$ cat src/CorePkg.sv
package CorePkg;

    // Datapath widths
    localparam int XLEN    = 32;
    localparam int REG_AW  = 5;

    // Memory word-address widths and depths
    localparam int IMEM_AW    = 6;
    localparam int DMEM_AW    = 4;
    localparam int IMEM_DEPTH = 1 << IMEM_AW;
    localparam int DMEM_DEPTH = 1 << DMEM_AW;

    localparam logic [XLEN-1:0] PC_RESET = 32'h0;

    // R-type funct3 codes
    localparam logic [2:0] F3_ADDSUB = 3'b000;
    localparam logic [2:0] F3_SLT    = 3'b010;
    localparam logic [2:0] F3_XOR    = 3'b100;
    localparam logic [2:0] F3_OR     = 3'b110;
    localparam logic [2:0] F3_AND    = 3'b111;

    typedef enum logic [6:0] {
        OP_R      = 7'b0110011,
        OP_IMM    = 7'b0010011,
        OP_LOAD   = 7'b0000011,
        OP_STORE  = 7'b0100011,
        OP_BRANCH = 7'b1100011
    } opcodeE;

    typedef enum logic [2:0] {
        ALU_ADD,
        ALU_SUB,
        ALU_AND,
        ALU_OR,
        ALU_XOR,
        ALU_SLT
    } aluOpE;

    // Coarse ALU class from the control decoder
    typedef enum logic [1:0] {
        CLS_ADD,    // Address calc and addi
        CLS_SUB,    // beq compare
        CLS_FUNCT   // R-type, resolved in execute
    } aluClassE;

endpackage

$ cat src/MemoryStage.sv
`timescale 1ns/10ps

module MemoryStage
    import CorePkg::*;
(
    input  logic            CLK,
    input  logic            halt,
    input  logic            memWrite,
    input  logic            memToReg,
    input  logic [XLEN-1:0] aluResult,
    input  logic [XLEN-1:0] rs2Data,
    output logic [XLEN-1:0] wbData
);

    logic [XLEN-1:0]    dataMem [DMEM_DEPTH];
    logic [DMEM_AW-1:0] wordAddr;
    logic [XLEN-1:0]    loadData;

    // Byte offset dropped, upper bits wrap
    assign wordAddr = aluResult[DMEM_AW+1:2];

    always_ff @(posedge CLK) begin
        if (memWrite && !halt) begin
            dataMem[wordAddr] <= rs2Data;
        end
    end

    assign loadData = dataMem[wordAddr];    // Asynchronous read

    // Writeback select
    assign wbData = memToReg ? loadData : aluResult;

endmodule

$ cat config.mk
export PLATFORM = sky130hd
export DESIGN_NAME = MemoryStage
export DESIGN_NICKNAME = d
export VERILOG_FILES = /design/src/CorePkg.sv /design/src/MemoryStage.sv
export SDC_FILE = /design/constraint.sdc
export NUM_CORES = 1
export LEC_CHECK = 0
export BUFFER_PORTS_ARGS = -buffer_cell sky130_fd_sc_hd__buf_2
export CORE_MARGIN = 3
export CORE_UTILIZATION = 37
export DETAILED_ROUTE_END_ITERATION = 10
export HOLD_SLACK_MARGIN = 0.06
export PLACE_DENSITY = 0.59
export RECOVER_POWER = 100
export SYNTH_ARGS = -nofsm -noshare
export SYNTH_HDL_FRONTEND = slang
export SYNTH_SLANG_ARGS = --single-unit
$ cat constraint.sdc
create_clock -name CLK -period 11.5 [get_ports CLK]
set_clock_uncertainty 0.1 [all_clocks]
set_input_delay 0.575 -clock CLK [delete_from_list [all_inputs] [get_ports CLK]]
set_output_delay 0.575 -clock CLK [all_outputs]
set_load 0.1 [all_outputs]
# Word level (Yosys, flattened, before mapping)
# Memories as Yosys holds them, arrays and structs flattened.
# Cells that the tools add are included.
totals:
  regBits: 0
  ramBits: 512
  inputBits: 68
  out_inout_bits: 32
  word_cells: 6
  mem_count: 1
memory_table:
  columns: ["memory", "depth", "word_bits", "read_ports", "rd_ports_with_merged_regs", "write_ports", "line_no", "text"]
  rows:
  - ["dataMem", 16, 32, 1, 0, 1, "MemoryStage.sv:15", "logic [XLEN-1:0] dataMem [DMEM_DEPTH];"]
op_classes:
  muxes: 3
  reduce_logical: 2
ops:
  columns: ["op", "n"]
  rows:
  - ["32-bit two-way mux", 1]
  - ["1-bit two-way mux", 2]
  - ["1-bit logical AND", 1]
  - ["1-bit logical NOT", 1]

# Logic depth before layout (Yosys ltp)
depth:
  depth_word: 4
  mapped_depth: 8
  mapped_depth_nobuf: 4

# Worst setup path before layout
# No wires, ideal clock.
synth_path:
  kind: "input-to-reg"
  startpoint: "input aluResult[3]"
  endpoint: "memory dataMem[3][0], enable pin"
  setup_ps: 461
  arrival_time_ps: 3833
  required_time_ps: 10939
  setup_slack_ps: 7106
  path_stages: 5
  n_path_buf: 3
  path_cell_list: "clkbuf_1 > clkbuf_1 > clkbuf_1 > nand3_1 > nor3_1"
synth_lines:
  columns: ["element", "line_no", "text"]
  rows:
  - ["start: declaration", "MemoryStage.sv:10", "input logic [XLEN-1:0] aluResult,"]
  - ["end: declaration", "MemoryStage.sv:15", null]
# No word-level cell before the write port.

# Worst setup path after layout
layout_path:
  startpoint: "input aluResult[5]"
  endpoint: "output wbData[22]"
layout_via:
  elab_chain_cells: 2
layout_rtl:
  columns: ["element", "line_no", "text"]
  rows:
  - ["memory 16 x 32 bit", null, null]
  - ["32-bit two-way mux", "MemoryStage.sv:31", "assign wbData = memToReg ? loadData : aluResult;"]
  - ["end: declaration", "MemoryStage.sv:12", "output logic [XLEN-1:0] wbData"]
# No other way between the ends.

==> flow_metrics.tcl <==
set metrics [dict create \
    hold_path.class "input pin to flop" \
    grt_usage 0.1560 \
    p_sw_w 0.0008954 \
    finalCritPeriodShare 0.6509 \
    synth_area_leaders "edfxtp_1 78%, mux4_2 9.1%, mux2i_1 4.9%, mux2_2 1.7%, o22ai_1 1.6%" \
    cts_buffer_depth 3 \
    tightest_slew_ns 3.914 \
    io_buffer_count 99 \
    min_path_cells 1 \
    ys_types 27 \
    io_pins 100 \
    slew_violations 483 \
    drc_errors 0 \
    status "complete, but fails checks" \
    antenna_cells 0 \
    grt.overflow.total 0 \
    start_kind "input pin" \
    grt_max_degree 74 \
    largest_reg_flops 512 \
    p_leak_nw 7.184 \
    cts_tree "yes" \
    pre_cts_ws_ns 6.907 \
    ir_drop_uv 105.4 \
    nets 1163 \
    syn2layout_area_growth_pct 13.93 \
    final_common_cell "edfxtp_1" \
    firstDrtPassIters 5 \
    setup_viol 0 \
    dp_cells 1729 \
    combinationalPowerShare 0.070 \
    htreeDepth 2 \
    critPathArrivalTime_ns 6.81 \
    die_y_um 237.4 \
    largest_register "dataMem" \
    drt_iter0_markers 668 \
    avgRoutedWirePerCell_um 23.89 \
    synth_top_area_cell "edfxtp_1" \
    clk_transition_reported_paths_ns 0.06 \
    nFillCells 4646 \
    async_reset_ff_frac 0 \
    crit_fanout 65 \
    drv_cap 23 \
    grt_pass1_vias 9931 \
    rsz0062_at_grt "no" \
    path_cells "buf_4, clkbuf_1, nand3b_1, o22ai_1, a221oi_1, a21oi_1, clkbuf_1" \
    cts_sinks 512 \
    finalHoldViolCount 0 \
    pwr-share-seq 0.525 \
    rows 84 \
    power-per-cell-area_mw_per_mm2 175.7 \
    grt_pass1_wl_um 65190 \
    synth_seq_cells 512 \
    tns_ns 0 \
    mostFrequentLayoutCells "512 x edfxtp_1, 98 x clkbuf_1, 97 x mux2i_1" \
    cts_resized 0 \
    fmax_ghz 0.1336 \
    synth_warnings 0 \
    dieArea_mm2 0.05634 \
    postSynthCellCount 972 \
    critPathBufInv 3 \
    post-cts-setup-buffers 0 \
    crit_top_cell "clkbuf_1" \
    cp_slowest_stage_delay_ns 2.79 \
    synth_nets 1040 \
    syn_area_per_cell_um2 20.38 \
    end_kind "output pin" \
    fin_ws_ns 4.015 \
    die_x_um 237.4 \
    synthesis.area_mm2 0.01981 \
    ctsHoldBuffers 0 \
    place_congestion 0.7015 \
    via_per_inst 5.260 \
    start_util 0.3754 \
    utilization 0.4277 \
    ant_nets 0 \
    crit_family "buffers and inverters" \
    clockPowerShare 0.405 \
    totalWireLength_um 43650 \
    reg_top3 "dataMem: 512 flops" \
    layout-drive-gt1-share 0.1984 \
    dpl.hpwl_um 23900 \
    ys.flop_type "edfxtp_1" \
    synth-edff-count 512 \
    p_sw_frac 0.2258 \
    yosysSeqAreaShare 0.7762 \
    ctsRootBufferMaster "clkbuf_16" \
    regArea_mm2 0.01537 \
    num_vias 9610 \
    violations "capacitance limit, slew limit" \
    relSlewSlack -1.609 \
    numCtsBuffers 52 \
    worstSetupPathType "input pin to output pin" \
    core_mm2 0.05276 \
    multi_input_area_mm2 0.004156 \
    stdcell_count 1827 \
    worstPathRequired_ns 10.83 \
    yosys.area.top_type_share 0.7762 \
    internal_power_w 0.003070 \
    critPathSlowestCell "clkbuf_1" \
    fin_crit_ns 7.485 \
    crit_cells 7 \
    antenna_found_initial 2 \
]
[per-stage QoR]
step	total power [W]	hold WS [ns]	instance area (um^2)
after floorplan	0.002320	0.5739	19810
after global placement	0.002400	0.8478	21210
after detailed placement	0.002406	0.8642	21210
after CTS	0.004010	0.2252	22830
after global routing	0.004099	0.3983	22570
final	0.003965	0.3732	22570
[power groups by stage]
stage | clock, W | combinational (W) | sequential (W)
after global routing | 0.00172 | 0.000296 | 0.00208
after CTS | 0.00164 | 0.000286 | 0.00208
final | 0.00161 | 0.000277 | 0.00208
after floorplan | 0 | 0.000201 | 0.00212
after detailed placement | 0 | 0.000286 | 0.00212
after global placement | 0 | 0.000282 | 0.00212
[final cells by class]
type / count / area share
Multi-Input combinational cell: 402 / 0.1842
Clock buffer: 66 / 0.06094
Sequential cell: 512 / 0.6813
Inverter: 1 / 0.0001663
Tap cell: 688 / 0.03815
Timing Repair Buffer: 126 / 0.02445
Clock inverter: 32 / 0.01076
[per-layer routing]
metal  part of all wire  up-vias  global-route usage
li1                   -     4274                   -
met1               0.44     5024              0.2153
met2               0.49      246              0.2554
met3              0.057       64             0.03318
met4              0.020        2             0.03853
met5            0.00030        -                   0
[Yosys cell counts (all sizes together), types with 3 or more instances]
cell      n
nor3      4
a31oi    18
edfxtp  512
nand2    20
o22ai    50
clkbuf   27
or3b      3
mux4     80
a221oi   12
mux2     30
mux2i    97
a21oi    14
nor2     61
nand3b    3
buf      30
[path summary, 6_finish.rpt]
check / slack (ns) / from / to
setup / recovery: 4.01 / aluResult[5] / wbData[22]
hold / removal: 0.37 / rs2Data[18] / dataMem[8][18]
[cells by family after synthesis]
kind of cell	Yosys count	share of synthesized area
AOI/OAI and AO/OA	98	0.03184
buffers and inverters	58	0.01428
muxes	207	0.1570
DFF	512	0.7762
and+or+nand+nor	97	0.02059
No activity file was read; power rests on OpenSTA's default activity.
