==> src/CorePkg.sv <==
package CorePkg;

    // Datapath widths
    localparam int XLEN    = 32;
    localparam int REG_AW  = 5;

    // Memory word-address widths and depths
    localparam int IMEM_AW    = 6;
    localparam int DMEM_AW    = 4;
    localparam int IMEM_DEPTH = 1 << IMEM_AW;
    localparam int DMEM_DEPTH = 1 << DMEM_AW;

    localparam logic [XLEN-1:0] PC_RESET = 32'h0;

    // R-type funct3 codes
    localparam logic [2:0] F3_ADDSUB = 3'b000;
    localparam logic [2:0] F3_SLT    = 3'b010;
    localparam logic [2:0] F3_XOR    = 3'b100;
    localparam logic [2:0] F3_OR     = 3'b110;
    localparam logic [2:0] F3_AND    = 3'b111;

    typedef enum logic [6:0] {
        OP_R      = 7'b0110011,
        OP_IMM    = 7'b0010011,
        OP_LOAD   = 7'b0000011,
        OP_STORE  = 7'b0100011,
        OP_BRANCH = 7'b1100011
    } opcodeE;

    typedef enum logic [2:0] {
        ALU_ADD,
        ALU_SUB,
        ALU_AND,
        ALU_OR,
        ALU_XOR,
        ALU_SLT
    } aluOpE;

    // Coarse ALU class from the control decoder
    typedef enum logic [1:0] {
        CLS_ADD,    // Address calc and addi
        CLS_SUB,    // beq compare
        CLS_FUNCT   // R-type, resolved in execute
    } aluClassE;

endpackage

==> src/DecodeStage.sv <==
`timescale 1ns/10ps

module DecodeStage
    import CorePkg::*;
(
    input  logic              CLK,
    input  logic              arstN,
    input  logic              halt,
    input  logic [XLEN-1:0]   instr,
    input  logic [XLEN-1:0]   wbData,
    output logic              regWrite,
    output logic [REG_AW-1:0] rd,
    output logic [XLEN-1:0]   rs1Data,
    output logic [XLEN-1:0]   rs2Data,
    output logic [XLEN-1:0]   imm,
    output aluClassE          aluClass,
    output logic [2:0]        funct3,
    output logic              funct7b5,
    output logic              aluSrcImm,
    output logic              isBranch,
    output logic              memWrite,
    output logic              memToReg
);

    opcodeE            opcode;
    logic [REG_AW-1:0] rs1;
    logic [REG_AW-1:0] rs2;
    logic [XLEN-1:0]   immI;
    logic [XLEN-1:0]   immS;
    logic [XLEN-1:0]   immB;
    logic              regWe;
    logic [XLEN-1:0]   regs [1 << REG_AW];

    // Field split
    assign opcode   = opcodeE'(instr[6:0]);
    assign rd       = instr[11:7];
    assign funct3   = instr[14:12];
    assign rs1      = instr[19:15];
    assign rs2      = instr[24:20];
    assign funct7b5 = instr[30];

    // Sign-extended immediate formats
    assign immI = {{20{instr[31]}}, instr[31:20]};
    assign immS = {{20{instr[31]}}, instr[31:25], instr[11:7]};
    assign immB = {{19{instr[31]}}, instr[31], instr[7], instr[30:25], instr[11:8], 1'b0};

    always_comb begin
        regWrite  = 1'b0;
        memWrite  = 1'b0;
        memToReg  = 1'b0;
        aluSrcImm = 1'b0;
        isBranch  = 1'b0;
        aluClass  = CLS_ADD;
        imm       = immI;
        case (opcode)
            OP_R: begin
                regWrite = 1'b1;
                aluClass = CLS_FUNCT;
            end
            OP_IMM: begin               // funct3 ignored as only addi is supported
                regWrite  = 1'b1;
                aluSrcImm = 1'b1;
            end
            OP_LOAD: begin
                regWrite  = 1'b1;
                aluSrcImm = 1'b1;
                memToReg  = 1'b1;
            end
            OP_STORE: begin
                memWrite  = 1'b1;
                aluSrcImm = 1'b1;
                imm       = immS;
            end
            OP_BRANCH: begin
                isBranch = 1'b1;
                aluClass = CLS_SUB;
                imm      = immB;
            end
            default: ;                  // Unknown opcode is a no-op
        endcase
    end

    assign regWe = regWrite && !halt && (rd != '0);

    always_ff @(posedge CLK or negedge arstN) begin
        if (!arstN) begin
            for (int i = 0; i < (1 << REG_AW); i++) begin
                regs[i] <= '0;
            end
        end else if (regWe) begin
            regs[rd] <= wbData;
        end
    end

    // x0 hardwired to zero
    assign rs1Data = (rs1 == '0) ? '0 : regs[rs1];
    assign rs2Data = (rs2 == '0) ? '0 : regs[rs2];

    // Committed writeback must never carry unknown bits
    wbDataKnown: assert property (
        @(posedge CLK) disable iff (!arstN)
        regWe |-> !$isunknown(wbData)
    ) else $error("Register x%0d written with unknown data", rd);

endmodule

==> config.mk <==
export PLATFORM = sky130hd
export DESIGN_NAME = DecodeStage
export DESIGN_NICKNAME = d
export VERILOG_FILES = /design/src/CorePkg.sv /design/src/DecodeStage.sv
export SDC_FILE = /design/constraint.sdc
export NUM_CORES = 2
export LEC_CHECK = 0
export BUFFER_PORTS_ARGS = -buffer_cell sky130_fd_sc_hd__buf_2
export CORE_ASPECT_RATIO = 1.4
export CORE_UTILIZATION = 45
export DETAILED_ROUTE_END_ITERATION = 10
export PLACE_DENSITY = 0.69
export SLEW_MARGIN = 20
export SYNTH_ARGS = -nofsm -noshare
export SYNTH_HDL_FRONTEND = slang
export SYNTH_SLANG_ARGS = --single-unit
==> constraint.sdc <==
create_clock -name CLK -period 5.61 [get_ports CLK]
set_clock_uncertainty 0.2 [all_clocks]
set_input_delay 0.561 -clock CLK [delete_from_list [all_inputs] [get_ports CLK]]
set_output_delay 0.561 -clock CLK [all_outputs]
set_load 0.1 [all_outputs]
Word level (Yosys, flattened, before mapping)
Cells that the tools add are included.
Widths: inputs -> output; s select.
{"block": "op_classes", "n_lt_le_gt_ge": 4, "eq_ne": 5, "mux": 18, "bitwise": 3, "n_reduce_logical": 9}
{"op": "$bwmux 1024", "count": 1}
{"op": "$bmux 32 s5", "count": 2}
{"op": "$mux 32", "count": 7}
{"op": "$demux 32 s5", "count": 1}
{"op": "$pmux 12 s2", "count": 1}
{"op": "$ge 6x6->1 const B", "count": 3}
{"op": "$not 5->6", "count": 3}
{"op": "$eq 7x6->1 const B", "count": 2}
{"op": "$logic_not 5->1", "count": 2}
{"op": "$eq 7x2->1 const B", "count": 1}
{"op": "$eq 7x5->1 const B", "count": 1}
{"op": "$eq 7x7->1 const B", "count": 1}
{"op": "$lt 6x1->1 const B", "count": 1}
{"op": "$reduce_or 3->1", "count": 2}
{"op": "$mux 1", "count": 5}
{"op": "$reduce_bool 5->1", "count": 1}
{"op": "$pmux 2 s2", "count": 1}
{"op": "$logic_and 1x1->1", "count": 3}
{"op": "$logic_not 1->1", "count": 1}
{"block": "totals", "ff_bits": 1024, "in_bits": 67, "out_inout_bits": 112, "wordCells": 71}

Longest topological paths before layout
{"block": "logic_depth", "word_depth": 6, "ltp_mapped": 9, "depth_no_buf": 4}

Least setup slack after synthesis
Ideal clock, no wire load.
{"block": "synth_path", "path_type": "input-to-output", "startpoint": "input instr[21]", "endpoint": "output rs2Data[10]", "arrival_ns": 4.757, "t_required_ns": 4.849, "slack_ns": 0.092, "path_stages": 9, "n_path_buf": 5, "cell_sequence": "clkbuf_1 > buf_2 > buf_2 > buf_4 > buf_4 > mux2i_1 > a22oi_1 > a21oi_1 > nor4_1"}
{"block": "synth_via", "elab_chain_cells": 5, "elab_cells_between_ends": 6, "cone_classes": "mux (4); bitwise (1); reduce/logical (1)"}
{"element": "start, declared", "line": "DecodeStage.sv:9", "rtl": "input logic [XLEN-1:0] instr,"}
{"element": "$not 5->6 (implied by the code)", "line": "DecodeStage.sv:97", "rtl": "assign rs2Data = (rs2 == '0) ? '0 : regs[rs2];"}
{"element": "$bmux 32 s5", "line": "DecodeStage.sv:97"}
{"element": "$mux 32 (implied by the code) (2 in series)", "line": "DecodeStage.sv:97"}
{"element": "$mux 32 (*)", "line": "DecodeStage.sv:97"}
{"element": "end, declared", "line": "DecodeStage.sv:14", "rtl": "output logic [XLEN-1:0] rs2Data,"}
Mark *: on every way between the ends. The rest lies on a longest branch, timed or not. The select of a mux whose other input is x is not followed.

Worst setup path after layout
{"block": "layout_path", "startpoint": "input instr[22]", "endpoint": "output rs2Data[10]"}
The elaborated chain is that of the path after synthesis.

==> run_summary.xml <==
<?xml version="1.0" encoding="UTF-8"?>
<metrics>
  <group name="final_layout">
    <metric name="finalCoreUtilization" unit="">0.501</metric>
    <metric name="multi_input_area" unit="sq um">27200</metric>
    <metric name="largest_register_ff_count" unit="">1024</metric>
    <metric name="top_flop_regs" unit="">regs x1024</metric>
    <metric name="sequential_cell_area" unit="sq um">25600</metric>
    <metric name="post_layout_nonfiller_instances" unit="">5334</metric>
    <metric name="layout-area-overhead-vs-synth" unit="%">10.1</metric>
    <metric name="fillCellCount" unit="">10200</metric>
    <metric name="drive_above_1_share" unit="">0.492</metric>
    <metric name="commonest_non_fill_non_tap_cells_in_the_layout" unit="">sky130_fd_sc_hd__dfrtp_1, sky130_fd_sc_hd__mux2_2, sky130_fd_sc_hd__mux4_2, sky130_fd_sc_hd__mux2i_1, sky130_fd_sc_hd__buf_2</metric>
    <metric name="largest_register" unit="">regs</metric>
    <metric name="final_common_cell" unit="">sky130_fd_sc_hd__dfrtp_1</metric>
    <metric name="final_net_count" unit="">3728</metric>
  </group>
  <group name="critical_path">
    <metric name="critical_path.n_buffers_inverters" unit="">3</metric>
    <metric name="critPathMaxFanout" unit="">67</metric>
    <metric name="cp-start-kind" unit="">primary input</metric>
    <metric name="timing.critical_path.slowest_stage_cell" unit="">sky130_fd_sc_hd__nor4_1</metric>
    <metric name="path_class" unit="">primary input to output port</metric>
    <metric name="worstPathCellList" unit="">clkbuf_8, nor2_4, buf_4, a22oi_1, a31oi_1, nor4_1, buf_2</metric>
    <metric name="crit_required" unit="ns">4.85</metric>
    <metric name="timing.critical_path.arrival" unit="ns">3.91</metric>
    <metric name="critPathTopFamily" unit="">buffers and inverters</metric>
    <metric name="timing.critical_path.to_type" unit="">output port</metric>
    <metric name="slowest_delay" unit="ns">0.92</metric>
  </group>
  <group name="power_and_ir_drop">
    <metric name="internal_power" unit="mW">11.8</metric>
    <metric name="switching_share" unit="">0.265</metric>
    <metric name="irDropWorstVdd" unit="V">0.000234</metric>
    <metric name="leakage_power_figure" unit="nW">28.3</metric>
    <metric name="total_switching_power" unit="mW">4.27</metric>
    <metric name="pwr_density_cell" unit="nW/um^2">268</metric>
    <metric name="combinational_share_of_power" unit="">0.104</metric>
    <metric name="p_clk_frac" unit="">0.428</metric>
    <metric name="total_power" unit="mW">16.1</metric>
    <metric name="p_seq_frac" unit="">0.468</metric>
  </group>
  <group name="die">
    <metric name="floorplan.initialDensity" unit="">0.455</metric>
    <metric name="chipWidth" unit="um">296</metric>
    <metric name="boundaryPins" unit="">179</metric>
    <metric name="die_h" unit="um">414</metric>
    <metric name="fp.dieArea" unit="sq um">123000</metric>
    <metric name="core" unit="sq um">120000</metric>
    <metric name="rows" unit="">150</metric>
  </group>
  <group name="logic_synthesis">
    <metric name="synthesis.yosys.warnings" unit="">0</metric>
    <metric name="synth_sequential_area_ratio" unit="">0.470</metric>
    <metric name="asyncSetResetFlopFracSynth" unit="">1.00</metric>
    <metric name="synth_enable_flop_cells" unit="">0</metric>
    <metric name="post_synthesis_area_per_instance" unit="sq um">14.5</metric>
    <metric name="synth.top_cell.area_share" unit="">0.470</metric>
    <metric name="syn_nets" unit="">3835</metric>
    <metric name="synth_cell_type_count" unit="">43</metric>
    <metric name="post_synth_inst_count" unit="">3768</metric>
    <metric name="synth.top_cells.by_area" unit="">sky130_fd_sc_hd__dfrtp_1, sky130_fd_sc_hd__mux2_2, sky130_fd_sc_hd__mux4_2</metric>
    <metric name="number_of_flip_flops_and_latches_in_the_synthesized_netlist" unit="">1024</metric>
    <metric name="yosys_most_used_dff" unit="">sky130_fd_sc_hd__dfrtp_1</metric>
    <metric name="synth_top_area_cell" unit="">sky130_fd_sc_hd__dfrtp_1</metric>
    <metric name="mappedNetlistArea" unit="sq um">54500</metric>
  </group>
  <group name="flow_run">
    <metric name="cap_violations" unit="">0</metric>
  </group>
  <group name="timing">
    <metric name="final_hold_viol_count" unit="">0</metric>
    <metric name="tns_setup" unit="ns">0</metric>
    <metric name="period_minus_slack" unit="ns">4.67</metric>
    <metric name="slew_headroom" unit="">0.190</metric>
    <metric name="finalHoldWorstSlack" unit="ns">0.199</metric>
    <metric name="maxClockFrequency" unit="MHz">214</metric>
    <metric name="rsz_0062_raised_after_global_routing" unit="">no</metric>
    <metric name="setup-violations-final" unit="">0</metric>
    <metric name="layout_worst_path_cycle_share" unit="">0.833</metric>
    <metric name="worst_pin_slew" unit="ns">1.19</metric>
    <metric name="slew_violations" unit="">0</metric>
  </group>
  <group name="detailed_routing">
    <metric name="routedWlPerCell" unit="um">33.5</metric>
    <metric name="num_vias" unit="">36000</metric>
    <metric name="antenna_violating_nets_post_route" unit="">0</metric>
    <metric name="wl" unit="um">178000</metric>
    <metric name="post-route-drc-count" unit="">0</metric>
    <metric name="initial_drc_count" unit="">3647</metric>
    <metric name="number_of_vias_per_cell" unit="">6.75</metric>
    <metric name="drt_first_pass_iters" unit="">5</metric>
  </group>
  <group name="min_path">
    <metric name="worst_hold_path_type" unit="">flip-flop to flip-flop</metric>
  </group>
  <group name="global_route">
    <metric name="grt_start_max_net_pins" unit="">147</metric>
    <metric name="grt-ovfl-total" unit="">0</metric>
    <metric name="global_route.usage.total" unit="">0.293</metric>
    <metric name="grt_first_pass_wirelength" unit="um">260000</metric>
    <metric name="antenna_found_initial" unit="">10</metric>
    <metric name="grt_pass1_vias" unit="">37000</metric>
  </group>
  <group name="clock_tree">
    <metric name="post_cts_resized" unit="">0</metric>
    <metric name="htree_num_levels" unit="">3</metric>
    <metric name="ctsRootBufferMaster" unit="">sky130_fd_sc_hd__clkbuf_16</metric>
    <metric name="postCtsSetupBuffers" unit="">0</metric>
    <metric name="ctsLongestPathBuffers" unit="">3</metric>
    <metric name="clkSlewWorstSetupHoldPaths" unit="ns">0.06</metric>
    <metric name="clk_sinks" unit="">1024</metric>
    <metric name="tritoncts" unit="">built</metric>
    <metric name="clock_latency" unit="ns">0.70</metric>
    <metric name="cts-buffers-inserted" unit="">98</metric>
  </group>
  <group name="place">
    <metric name="place_congestion" unit="">0.828</metric>
    <metric name="dp.final_hpwl" unit="um">101000</metric>
    <metric name="post-place-cells" unit="">5156</metric>
    <metric name="number_of_buffers_inserted_by_port_buffering" unit="">159</metric>
  </group>
  <group name="run_status">
    <metric name="outcome" unit="">finished, final reports clean</metric>
  </group>
</metrics>
[worst paths after layout]
| path | cells after the start | end | slack, ns | start |
|---|---|---|---|---|
| max | 7 | rs2Data[10] | 0.94 | instr[22] |
| min | 0 | regs[1022] | 0.20 | regs[1022] |
| max reg2reg | 1 | regs[124] | 4.60 | regs[124] |
| min reg2reg | 0 | regs[1022] | 0.20 | regs[1022] |
| max in group asynchronous | 3 | regs[216] | 3.46 | arstN |
| min in group asynchronous | 2 | regs[772] | 0.29 | arstN |
[Yosys cell counts, types with 3 or more instances]
master / n
sky130_fd_sc_hd__buf_1: 21
sky130_fd_sc_hd__dfrtp_1: 1024
sky130_fd_sc_hd__a21oi_1: 34
sky130_fd_sc_hd__and2_1: 4
sky130_fd_sc_hd__a211oi_1: 65
sky130_fd_sc_hd__buf_4: 48
sky130_fd_sc_hd__mux2_1: 8
sky130_fd_sc_hd__inv_1: 3
sky130_fd_sc_hd__o22ai_1: 45
sky130_fd_sc_hd__a2111oi_0: 31
sky130_fd_sc_hd__nor4_1: 18
sky130_fd_sc_hd__mux4_2: 367
sky130_fd_sc_hd__a22o_1: 62
sky130_fd_sc_hd__a31oi_1: 16
sky130_fd_sc_hd__nor2_1: 9
sky130_fd_sc_hd__nand3_1: 22
sky130_fd_sc_hd__buf_2: 103
sky130_fd_sc_hd__mux2_2: 1005
sky130_fd_sc_hd__clkbuf_1: 306
sky130_fd_sc_hd__mux2i_1: 318
sky130_fd_sc_hd__and3_1: 3
sky130_fd_sc_hd__nor3_1: 48
sky130_fd_sc_hd__a22oi_1: 96
sky130_fd_sc_hd__o221ai_1: 31
sky130_fd_sc_hd__nand2_1: 6
sky130_fd_sc_hd__nand4_1: 9
sky130_fd_sc_hd__nand2b_1: 3
sky130_fd_sc_hd__nor2b_1: 43
[metal layers]
layer	wire, um	GRT usage	vias to the layer above
li1	-	-	14300
met1	69300	0.381	19400
met2	85000	0.467	1807
met3	14300	0.0572	484
met4	9680	0.148	14
met5	163	0.00480	-
[layout make-up]
cell class,count,area share
diodes,3,0.000125
clock buffers,143,0.0469
clock inverters,31,0.00717
inverters,3,0.000188
multi-input cells,2263,0.453
flip-flops and latches,1024,0.427
well taps,1596,0.0333
repair buffers,271,0.0330
[power by group through the flow]
stage,clock [mW],combinational [mW],sequential [mW]
2_1_floorplan,0,1.12,7.65
3_3_place_gp,0,1.66,7.66
3_5_place_dp,0,1.68,7.67
4_1_cts,6.96,1.68,7.53
5_1_grt,7.22,1.76,7.54
6_report,6.88,1.68,7.53
[stage by stage]
| step | cell area, sq um | setup slack [ns] |
|---|---|---|
| finish | 60000 | 0.939 |
| global route | 60000 | 1.05 |
| CTS | 60000 | 1.00 |
| detailed placement | 56800 | 1.02 |
| global placement | 56800 | 0.989 |
| floorplan | 54500 | 0.0917 |
[repair_timing]
item                                    in CTS  in global routing
hold buffers                                 1                  0
endpoints found under the setup margin       0                  0
hold endpoints to repair                    77                  0
[kinds of logic (layout without fill, tap and decap cells)]
kind of cell           count (synthesis)  in the layout  share of synthesized area
AOI/OAI and AO/OA                    385            385                     0.0529
buffers and inverters                481            448                     0.0388
DFF                                 1024           1024                      0.470
muxes                               1698           1698                      0.419
other                                  0              3                          0
and+or+nand+nor                      180            180                     0.0193
(Power assumes the default switching activity.)
