===== src/CorePkg.sv =====
package CorePkg;

    // Datapath widths
    localparam int XLEN    = 32;
    localparam int REG_AW  = 5;

    // Memory word-address widths and depths
    localparam int IMEM_AW    = 6;
    localparam int DMEM_AW    = 4;
    localparam int IMEM_DEPTH = 1 << IMEM_AW;
    localparam int DMEM_DEPTH = 1 << DMEM_AW;

    localparam logic [XLEN-1:0] PC_RESET = 32'h0;

    // R-type funct3 codes
    localparam logic [2:0] F3_ADDSUB = 3'b000;
    localparam logic [2:0] F3_SLT    = 3'b010;
    localparam logic [2:0] F3_XOR    = 3'b100;
    localparam logic [2:0] F3_OR     = 3'b110;
    localparam logic [2:0] F3_AND    = 3'b111;

    typedef enum logic [6:0] {
        OP_R      = 7'b0110011,
        OP_IMM    = 7'b0010011,
        OP_LOAD   = 7'b0000011,
        OP_STORE  = 7'b0100011,
        OP_BRANCH = 7'b1100011
    } opcodeE;

    typedef enum logic [2:0] {
        ALU_ADD,
        ALU_SUB,
        ALU_AND,
        ALU_OR,
        ALU_XOR,
        ALU_SLT
    } aluOpE;

    // Coarse ALU class from the control decoder
    typedef enum logic [1:0] {
        CLS_ADD,    // Address calc and addi
        CLS_SUB,    // beq compare
        CLS_FUNCT   // R-type, resolved in execute
    } aluClassE;

endpackage


===== src/ExecuteStage.sv =====
`timescale 1ns/10ps

module ExecuteStage
    import CorePkg::*;
(
    input  logic [XLEN-1:0] pc,
    input  logic [XLEN-1:0] rs1Data,
    input  logic [XLEN-1:0] rs2Data,
    input  logic [XLEN-1:0] imm,
    input  aluClassE        aluClass,
    input  logic [2:0]      funct3,
    input  logic            funct7b5,
    input  logic            aluSrcImm,
    input  logic            isBranch,
    output logic [XLEN-1:0] aluResult,
    output logic            branchTaken,
    output logic [XLEN-1:0] branchTarget
);

    aluOpE           aluOp;
    logic            functLegal;
    logic [XLEN-1:0] opB;

    // ALU control
    always_comb begin
        aluOp      = ALU_ADD;
        functLegal = 1'b1;
        case (aluClass)
            CLS_ADD: aluOp = ALU_ADD;
            CLS_SUB: aluOp = ALU_SUB;
            CLS_FUNCT: begin
                case (funct3)
                    F3_ADDSUB: aluOp = funct7b5 ? ALU_SUB : ALU_ADD;
                    F3_SLT:    aluOp = ALU_SLT;
                    F3_XOR:    aluOp = ALU_XOR;
                    F3_OR:     aluOp = ALU_OR;
                    F3_AND:    aluOp = ALU_AND;
                    default:   functLegal = 1'b0;   // Falls back to add
                endcase
            end
            default: aluOp = ALU_ADD;
        endcase
    end

    assign opB = aluSrcImm ? imm : rs2Data;

    always_comb begin
        case (aluOp)
            ALU_SUB: aluResult = rs1Data - opB;
            ALU_AND: aluResult = rs1Data & opB;
            ALU_OR:  aluResult = rs1Data | opB;
            ALU_XOR: aluResult = rs1Data ^ opB;
            ALU_SLT: aluResult = {{(XLEN-1){1'b0}}, $signed(rs1Data) < $signed(opB)};
            default: aluResult = rs1Data + opB;
        endcase
    end

    // beq compare rides on the subtraction
    assign branchTaken  = isBranch && (aluResult == '0);
    assign branchTarget = pc + imm;

    always_comb begin
        if (aluClass == CLS_FUNCT) begin
            assert final (functLegal)
                else $error("Undefined R-type funct3 %b", funct3);
        end
    end

endmodule


===== config.mk =====
export PLATFORM = sky130hd
export DESIGN_NAME = ExecuteStage
export DESIGN_NICKNAME = d
export VERILOG_FILES = /design/src/CorePkg.sv /design/src/ExecuteStage.sv
export SDC_FILE = /design/constraint.sdc
export NUM_CORES = 1
export LEC_CHECK = 0
export ABC_CLOCK_PERIOD_IN_PS = 5300
export BUFFER_PORTS_ARGS = -buffer_cell sky130_fd_sc_hd__buf_2
export CORE_ASPECT_RATIO = 0.9
export CORE_UTILIZATION = 50
export DETAILED_ROUTE_END_ITERATION = 8
export PLACE_DENSITY = 0.76
export SYNTH_ARGS = -nofsm -noshare
export SYNTH_HDL_FRONTEND = slang
export SYNTH_SLANG_ARGS = --single-unit

===== constraint.sdc =====
create_clock -name vclk -period 5.3
set_input_delay 0 -clock vclk [all_inputs]
set_output_delay 0 -clock vclk [all_outputs]
set_load 0.01 [all_outputs]

## After elaboration in Yosys (flattened, before gate mapping)

Index checks and enable logic that the tools add are counted.

- Bits in registers: 0
- Input port bits: 136
- Output and inout bits: 65
- Word-level logic and storage cells: 26

- Add/sub/neg operators: 3
- $lt $le $gt $ge: 1
- Equal/unequal tests: 11
- Mux-type cells: 5
- Bitwise operators: 3
- Reductions and logical operators: 3

Operators by type and width:

| kind | count |
|---|---|
| 32-bit case mux with 5 select lines | 1 |
| 32-bit adder | 2 |
| 32-bit AND | 1 |
| 32-bit zero test | 1 |
| 32-bit less-than comparator | 1 |
| 32-bit two-way mux | 1 |
| 32-bit bitwise OR | 1 |
| 32-bit subtractor | 1 |
| 32-bit bitwise XOR | 1 |
| 3-bit equality test (second input constant) | 5 |
| 3-bit case mux with 5 select lines | 1 |
| 3-bit by 2-bit equality test with 1-bit output (second input constant) | 3 |
| 3-bit case mux with 2 select lines | 1 |
| 3-bit by 1-bit equality test with 1-bit output (second input constant) | 1 |
| 3-bit zero test | 1 |
| 2-bit by 1-bit equality test with 1-bit output (second input constant) | 1 |
| 2-bit equality test (second input constant) | 1 |
| 1-bit logical AND | 1 |
| 1-bit two-way mux | 1 |

## Depth between registers and ports, before layout

Gate-level depths: netlist of the first run.

- Word-level depth: 7
- Gate-level depth with buffers: 18
- Gate-level depth less buffers: 16

## Worst setup path before layout of the first run

OpenSTA, ideal clock, no wires.

- Kind: input-to-output
- Start point: input aluSrcImm
- End point: output branchTaken
- Data arrival time: 4145 ps
- Required time: 5300 ps
- Slack: 1155 ps
- Stages on the path: 17
- Buffers on the path: 2
- Cell sequence: clkbuf_1 -> buf_1 -> mux2i_1 -> inv_1 -> ha_1 -> fa_1 -> o21bai_1 -> o211ai_1 -> a211o_1 -> a31oi_1 -> nor2_1 -> xnor2_1 -> a211o_1 -> or4_1 -> nor4_1 -> nand4_1 -> nor3_2

- Longest elaborated chain between the ends: 5
- Elaborated cells on any way between the ends: 10
- Classes of those cells: 2 x add/sub; 1 x order compare; 2 x mux; 3 x bitwise; 2 x reduce/logical

Ends and longest elaborated chain:

| element | line | RTL |
|---|---|---|
| start: declaration | ExecuteStage.sv:13 | `input logic aluSrcImm,` |
| 32-bit two-way mux * | ExecuteStage.sv:45 | `assign opB = aluSrcImm ? imm : rs2Data;` |
| 32-bit adder (tied with other cells) | ExecuteStage.sv:54 | `default: aluResult = rs1Data + opB;` |
| 32-bit case mux with 5 select lines * | ExecuteStage.sv:48 | `case (aluOp)` |
| named net aluResult[20] | ExecuteStage.sv:15 | `output logic [XLEN-1:0] aluResult,` |
| 32-bit zero test * | ExecuteStage.sv:59 | `assign branchTaken = isBranch && (aluResult == '0);` |
| 1-bit logical AND * | ExecuteStage.sv:59 |  |
| end: declaration | ExecuteStage.sv:16 | `output logic branchTaken,` |

The timed path passes the listed nets; every way through them passes the cells marked *.

## Final worst setup path of the first run

- Start point: input aluSrcImm
- End point: output branchTaken

- Longest elaborated chain between the ends: 5
- Elaborated cells on any way between the ends: 10
- Classes of those cells: 2 x add/sub; 1 x order compare; 2 x mux; 3 x bitwise; 2 x reduce/logical

Ends and longest elaborated chain:

| element | line |
|---|---|
| 32-bit two-way mux * | ExecuteStage.sv:45 |
| 32-bit adder (tied with other cells) | ExecuteStage.sv:54 |
| 32-bit case mux with 5 select lines * | ExecuteStage.sv:48 |
| 32-bit zero test * | ExecuteStage.sv:59 |
| 1-bit logical AND * | ExecuteStage.sv:59 |

Every way passes the cells marked *; elsewhere a longest branch is shown, timed or not.

==> results.json, run 1 <==
{
  "status": "finished, final reports clean",
  "required_ns": 5.30,
  "fillCellCount": 1449,
  "grt_max_degree": 26,
  "fin_crit_sh": 0.9023,
  "gp_congestion": 1.023,
  "finalInstanceArea_sq_mm": 0.008851,
  "drtIter0Drc": 860,
  "final_common_cell": "buf_2",
  "syn_area_per_cell_sq_um": 6.873,
  "synth_seq_area_share": 0,
  "ir_drop_v": 0.00006998,
  "synth_cell_types": 87,
  "final_cell_mix": "201 x buf_2, 145 x ha_1, 127 x inv_1, 94 x a21oi_1, 82 x nor2_1",
  "netlist_instances": 1122,
  "worst_slew_pin_slew_ns": 0.9620,
  "vias_per_cell": 6.181,
  "wl_per_cell_um": 17.71,
  "syn_nets": 1406,
  "rsz0062_at_grt": "no",
  "cts_resized": 0,
  "p_leak_nw": 4.474,
  "die_y_um": 119.8,
  "dieArea_sq_mm": 0.01592,
  "hold_violations": 0,
  "grt_use_total": 0.3202,
  "drv_cap": 0,
  "place_area_sq_mm": 0.008851,
  "dp_cells": 1490,
  "post_layout_nonfiller_instances": 1490,
  "fin_tns_setup_ns": 0,
  "hp-class": "input port to output pin",
  "antenna_found_initial": 0,
  "gr-total-overflow": 0,
  "endpoint_kind": "output pin",
  "drive_above_1_share": 0.1796,
  "timing.final.crit_period_ns": 4.782,
  "crit_start": "aluSrcImm",
  "max_freq_mhz": 209.1,
  "crit_type": "input port to output pin",
  "maxSlewHeadroom": 0.3586,
  "synthToLayoutAreaGrowth_pct": 14.78,
  "coreArea_sq_mm": 0.01487,
  "yosys-top-cells-area": "ha_1 24%, inv_1 6.2%, a21oi_1 6.1%, mux2i_1 5.5%, o21ai_0 4.2%",
  "wirelength_um": 26390,
  "cp-endpoint": "branchTaken",
  "start_kind": "input port",
  "syn_area_sq_mm": 0.007711,
  "hpwl_um": 21820,
  "die_x_um": 132.9,
  "arrival_ns": 4.78,
  "regArea_sq_um": 0,
  "worst_hold_slack_ns": 0.3112,
  "vias": 9210,
  "multi_input_area_sq_mm": 0.007061,
  "grt_pass1_wl_um": 42250,
  "first_pass_iters": 5,
  "setup_ws_ns": 0.5177,
  "ios": 201,
  "cts_hold_buf": 0,
  "yosys.area.top_type": "ha_1",
  "p_per_area_mw_per_mm2": 147.1,
  "setup_viol": 0,
  "crit_path_max_fanout": 15,
  "pre_cts_slack_ns": 0.6563,
  "io_buffers": 201,
  "row_count": 42,
  "clkbuf_count": 0,
  "cts_setup_buffers": 0,
  "ys_warn_count": 0,
  "synth_top_area_frac": 0.2353,
  "drc_errors": 0,
  "n_antenna_cell": 0,
  "start_util": 0.5185,
  "grt_pass1_vias": 8525,
  "postRouteAntennaNets": 0,
  "slew_viol_final": 0,
  "fin_nets": 1578,
  "design.seq.count": 0
}
==> worst max-delay path: stages <==
cell and delay [ns]:
buf_2 0.39, mux2i_1 0.43, ha_1 0.38, a21oi_1 0.47
o22ai_1 0.27, or3_1 0.39, o21a_1 0.22, mux2i_1 0.13
nor4_1 0.47, nand4_1 0.19, or4_1 0.50, nor4_1 0.47
nand4_1 0.19, nor3_2 0.13, buf_2 0.15
==> metrics by stage <==
step,util,power (mW)
2_1_floorplan,-,0.8755
3_3_place_gp,0.5952,1.260
3_5_place_dp,0.5952,1.267
4_1_cts,0.5952,1.275
5_1_grt,0.5952,1.422
6_report,0.5952,1.302
==> synthesized netlist by cell type (all sizes together), types with 4 or more instances <==
cell type and number:
o31a 4, o22ai 15, or3 9, nand3 17, a221o 4, or2 8, a22oi 13, clkbuf 24
o2111ai 10, a211oi 24, o31ai 8, nand4 14, a211o 8, a2111oi 4, nor3b 6, o211ai 26
a22o 4, a21o 28, ha 145, a31oi 14, a21boi 7, xnor2 33, and3 7, o41ai 4
o21bai 13, a21oi 95, mux2i 42, nor2 84, nor2b 22, or4 5, buf 15, inv 127
nand2 76, o311ai 4, o21ai 67, a221oi 5, o21a 8, xor2 15, nor4 13, o221ai 4
nand2b 20, nor3 24
==> how the worst min path moves through the flow <==
stage	start	to	slack, ns	cells after the start
global placement	pc[0]	branchTarget[0]	0.31	3
global route	pc[0]	branchTarget[0]	0.33	3
CTS	pc[0]	branchTarget[0]	0.31	3
floorplan	imm[0]	branchTarget[0]	0.14	1
finish	pc[0]	branchTarget[0]	0.31	3
detailed placement	pc[0]	branchTarget[0]	0.32	3
==> kinds of logic (layout without fill, tap and decap cells) <==
group	count (synthesis)	count (layout)	synth area share
AND/OR/NAND/NOR	320	320	0.2104
AO/OA/AOI/OAI	394	394	0.3474
adder cells (fa/ha/maj)	150	150	0.2458
XOR/XNOR	48	48	0.05452
buffers and inverters	166	336	0.08437
multiplexers	44	44	0.05744
==> power breakdown <==
group	internal, mW	switching [mW]	total (mW)
logic	0.519	0.783	1.30
clock network	0	0	0
registers	0	0	0
total	0.519	0.783	1.30
==> metal layers <==
metal / GRT usage / vias to the layer above / wire length (um)
li1: - / 4462 / -
met1: 0.4368 / 4246 / 11740
met2: 0.5226 / 447 / 11540
met3: 0.04901 / 55 / 2464
met4: 0.08046 / 0 / 647
met5: 0 / - / 0
==> cell type report <==
| cell class | count | share of cell area |
|---|---|---|
| inverters | 127 | 0.05386 |
| multi-input cells | 956 | 0.7977 |
| well taps | 198 | 0.02799 |
| repair buffers | 209 | 0.1204 |
(Power assumes the default switching activity.)
==> inputs of run 2 (changes only) <==
--- a/config.mk
+++ b/config.mk
@@ -11,6 +11,7 @@
 export CORE_UTILIZATION = 50
 export DETAILED_ROUTE_END_ITERATION = 8
 export PLACE_DENSITY = 0.76
+export RECOVER_POWER = 50
 export SYNTH_ARGS = -nofsm -noshare
 export SYNTH_HDL_FRONTEND = slang
 export SYNTH_SLANG_ARGS = --single-unit
==> run 2 against run 1 <==
  * Maximum frequency about the same
  * Cell area is 0.41% lower
  * Combinational power about the same
  * Setup slack worse by 0.0034 ns
  * Critical endpoint unchanged
==> results.json, run 2 (synthesized netlist as in run 1, its figures left out) <==
{
  "io_buffers": 201,
  "final_cell_mix": "172 x buf_2, 145 x ha_1, 127 x inv_1, 94 x a21oi_1, 82 x nor2_1",
  "n_antenna_cell": 0,
  "start_kind": "input port",
  "die_x_um": 132.9,
  "required_ns": 5.30,
  "p_per_area_mw_per_mm2": 146.5,
  "wirelength_um": 26350,
  "cts_setup_buffers": 0,
  "crit_family": "simple AND/OR/NAND/NOR gates",
  "final_common_cell": "buf_2",
  "wl_per_cell_um": 17.69,
  "fin_crit_sh": 0.9030,
  "coreArea_sq_mm": 0.01487,
  "critical-path-slowest-cell": "or4_1",
  "hpwl_um": 21820,
  "maxSlewHeadroom": 0.1840,
  "drive_above_1_share": 0.1571,
  "start_util": 0.5185,
  "status": "finished, final reports clean",
  "design.seq.count": 0,
  "gr-total-overflow": 0,
  "fin_nets": 1578,
  "dp_cells": 1490,
  "hp-class": "input port to output pin",
  "met2_usage": 0.5226,
  "drv_cap": 0,
  "ir_drop_v": 0.00006851,
  "grt_use_total": 0.3202,
  "crit_type": "input port to output pin",
  "utilization": 0.5927,
  "first_pass_iters": 5,
  "max_stage_delay_ns": 0.50,
  "regArea_sq_um": 0,
  "row_count": 42,
  "p_leak_nw": 4.393,
  "rsz0062_at_grt": "no",
  "postRouteAntennaNets": 0,
  "synthToLayoutAreaGrowth_pct": 14.31,
  "pre_cts_slack_ns": 0.6563,
  "busiest_layer": "met2",
  "max_freq_mhz": 209.0,
  "grt.met3_usage": 0.04901,
  "vias": 9225,
  "gp_congestion": 1.023,
  "drtIter0Drc": 959,
  "crit_chain": "buf_2 -> mux2i_1 -> ha_1 -> a21oi_1 -> o22ai_1 -> or3_1 -> o21a_1 -> mux2i_1 -> nor4_1 -> nand4_1 -> or4_1 -> nor4_1 -> nand4_1 -> nor3_2 -> buf_2",
  "fin_tns_setup_ns": 0,
  "met1_usage": 0.4368,
  "vias_per_cell": 6.191,
  "drc_errors": 0,
  "clkbuf_count": 0,
  "cts_resized": 0,
  "timing.final.crit_period_ns": 4.786,
  "dieArea_sq_mm": 0.01592,
  "arrival_ns": 4.79,
  "die_y_um": 119.8,
  "hold_violations": 0,
  "worst_slew_pin_slew_ns": 1.223,
  "grt_max_degree": 26,
  "cts_hold_buf": 0,
  "grt_pass1_vias": 8525,
  "setup_ws_ns": 0.5144,
  "setup_viol": 0,
  "antenna_found_initial": 0,
  "p_total_mw": 1.291,
  "ios": 201,
  "endpoint_kind": "output pin",
  "grt_pass1_wl_um": 42250,
  "slew_viol_final": 0,
  "post_layout_nonfiller_instances": 1490,
  "crit_path_max_fanout": 15,
  "cp_num_buf_inv": 2
}
==> run 2: changes by cell type in the layout (fill, tap and decap cells not counted) <==
cell,before,now
or2_0,0,1
and2_0,0,1
buf_2,201,172
or2_1,2,1
clkbuf_1,0,29
and2_1,3,2
==> run 2: path summary, 6_finish.rpt <==
| path | start | end | cells past startpoint | slack, ns |
|---|---|---|---|---|
| setup / recovery | aluSrcImm | branchTaken | 15 | 0.51 |
| hold / removal | pc[0] | branchTarget[0] | 3 | 0.34 |
==> run 2: power breakdown <==
part	leakage (nW)	switching [mW]	internal, mW
sequential	0	0	0
combinational	4.39	0.785	0.506
clock	0	0	0
==> run 2: routing by layer <==
| layer | vias to the layer above | routed length [um] | share of wire |
|---|---|---|---|
| met3 | 61 | 2437 | 0.092 |
| met1 | 4239 | 11720 | 0.44 |
| met2 | 451 | 11470 | 0.44 |
| met4 | 0 | 722 | 0.027 |
| li1 | 4474 | - | - |
| met5 | - | 0 | 0 |
==> run 2: metrics by stage <==
stage / hold slack [ns] / area [sq um]
after detailed placement: 0.3177 / 8851
after CTS: 0.3130 / 8851
after floorplan: 0.1401 / 7711
after global routing: 0.3609 / 8815
final: 0.3376 / 8815
after global placement: 0.3081 / 8851
==> run 2: layout make-up <==
type                            instances  area (sq um)
Tap cell                              198         247.7
Fill cell                            1467          6057
Timing Repair Buffer                  209          1030
Inverter                              127         476.7
Multi-Input combinational cell        956          7061
==> inputs of run 3 (changes only) <==
--- a/config.mk
+++ b/config.mk
@@ -8,9 +8,9 @@
 export ABC_CLOCK_PERIOD_IN_PS = 5300
 export BUFFER_PORTS_ARGS = -buffer_cell sky130_fd_sc_hd__buf_2
 export CORE_ASPECT_RATIO = 0.9
-export CORE_UTILIZATION = 50
+export CORE_UTILIZATION = 57
 export DETAILED_ROUTE_END_ITERATION = 8
-export PLACE_DENSITY = 0.76
+export PLACE_DENSITY = 0.85
 export RECOVER_POWER = 50
 export SYNTH_ARGS = -nofsm -noshare
 export SYNTH_HDL_FRONTEND = slang
==> run 3 against run 2 <==
  * Maximum frequency down 0.37%
  * Hold slack worse by 0.0051 ns
  * Cell count down 2.1%
  * Combinational power about the same
  * Setup slack worse by 0.018 ns
  * Via count up 1.4%
  * Non-clock buffer count up 2
  * Die area down 12%
  * Sequential share of layout area unchanged
  * Critical path type unchanged
  * Largest cell class unchanged
==> results.json, run 3 (synthesized netlist as in run 1, its figures left out) <==
{
  "drive_above_1_share": 0.1577,
  "grt_use_total": 0.3631,
  "cts_hold_buf": 0,
  "status": "finished, final reports clean",
  "max_stage_delay_ns": 0.62,
  "finalInstanceArea_sq_mm": 0.008788,
  "crit_start": "aluSrcImm",
  "synthToLayoutAreaGrowth_pct": 13.97,
  "ir_drop_v": 0.00007169,
  "setup_ws_ns": 0.4967,
  "drc_errors": 0,
  "required_ns": 5.30,
  "maxSlewHeadroom": 0.1630,
  "ios": 201,
  "grt_max_degree": 33,
  "clockPowerShare": 0,
  "cp-endpoint": "branchTaken",
  "p_per_area_mw_per_mm2": 147.7,
  "final_common_cell": "buf_2",
  "fin_crit_sh": 0.9063,
  "wirelength_um": 26730,
  "start_util": 0.5963,
  "coreArea_sq_mm": 0.01293,
  "max_freq_mhz": 208.2,
  "final_cell_mix": "172 x buf_2, 145 x ha_1, 127 x inv_1, 94 x a21oi_1, 82 x nor2_1",
  "cp_num_buf_inv": 3,
  "pre_cts_slack_ns": 0.6046,
  "switching_share": 0.6092,
  "timing.final.crit_period_ns": 4.803,
  "setup_viol": 0,
  "clkbuf_count": 0,
  "gp_congestion": 1.002,
  "dieArea_sq_mm": 0.01400,
  "crit_top_cell": "buf_2",
  "die_y_um": 112.3,
  "cts_resized": 0,
  "drv_cap": 0,
  "postRouteAntennaNets": 0,
  "regArea_sq_um": 0,
  "wl_per_cell_um": 18.34,
  "start_kind": "input port",
  "hp-class": "input port to output pin",
  "rsz0062_at_grt": "no",
  "slew_viol_final": 0,
  "hold_violations": 0,
  "cts_setup_buffers": 0,
  "crit_path_max_fanout": 23,
  "path_depth": 16,
  "p_leak_nw": 4.406,
  "antenna_found_initial": 0,
  "crit_family": "simple AND/OR/NAND/NOR gates",
  "power.net_switching_uw": 790.9,
  "hpwl_um": 21710,
  "vias": 9356,
  "design.seq.count": 0,
  "gr-total-overflow": 0,
  "fillCellCount": 1166,
  "p_comb_frac": 1.000,
  "drtIter0Drc": 1091,
  "first_pass_iters": 8,
  "critical-path-slowest-cell": "o31ai_1",
  "crit_chain": "buf_2 -> buf_4 -> mux2i_1 -> ha_1 -> nand2b_1 -> a221oi_1 -> o41ai_1 -> o31ai_1 -> nor2_1 -> xnor2_1 -> a211o_1 -> or4_1 -> nor4_1 -> nand4_1 -> nor3_2 -> buf_2",
  "multi_input_area_sq_mm": 0.007062,
  "vias_per_cell": 6.417,
  "fin_tns_setup_ns": 0,
  "worst_slew_pin_slew_ns": 1.255,
  "p_int_uw": 507.3,
  "seqPwrFrac": 0,
  "crit_type": "input port to output pin",
  "io_buffers": 201,
  "endpoint_kind": "output pin",
  "n_antenna_cell": 0,
  "grt_pass1_vias": 8756,
  "fin_nets": 1580,
  "arrival_ns": 4.80,
  "die_x_um": 124.6,
  "place_area_sq_mm": 0.008831,
  "grt_pass1_wl_um": 42750,
  "row_count": 39
}
-- run 3: changes by cell type in the layout (fill, tap and decap cells not counted), sizes merged --
cell / previous run / this run
buf: 180 / 182
-- run 3: power groups by stage --
stage | Combinational, mW | Sequential [mW] | Clock [mW]
after floorplan | 0.875 | 0 | 0
after global placement | 1.25 | 0 | 0
after detailed placement | 1.27 | 0 | 0
after CTS | 1.28 | 0 | 0
after global routing | 1.41 | 0 | 0
final | 1.30 | 0 | 0
-- run 3: layout make-up --
| cell class | count | area share |
|---|---|---|
| Inverter | 127 | 0.05424 |
| Tap cell | 164 | 0.02335 |
| Multi-Input combinational cell | 956 | 0.8035 |
| Timing Repair Buffer | 211 | 0.1189 |
-- run 3: worst min path at each step --
stage	start	to	slack, ns	cells after the start
2_1_floorplan	imm[0]	branchTarget[0]	0.14	1
3_3_place_gp	pc[0]	branchTarget[0]	0.30	3
3_5_place_dp	pc[0]	branchTarget[0]	0.31	3
4_1_cts	pc[0]	branchTarget[0]	0.31	3
5_1_grt	pc[0]	branchTarget[0]	0.35	3
6_report	pc[0]	branchTarget[0]	0.33	3
-- run 3: per-layer routing --
metal / wire length, um / GRT usage
met3: 2619 / 0.04147
met5: 0 / 0
met2: 11810 / 0.6007
met4: 986 / 0.1317
met1: 11310 / 0.4850
-- run 3: metrics by stage --
step	cells	utilization	power, mW	hold WS (ns)
2_1_floorplan	1122	-	0.8755	0.1401
3_3_place_gp	1458	0.6829	1.254	0.3048
3_5_place_dp	1458	0.6829	1.269	0.3096
4_1_cts	1458	0.6829	1.277	0.3092
5_1_grt	1458	0.6796	1.406	0.3460
6_report	1458	0.6796	1.298	0.3325
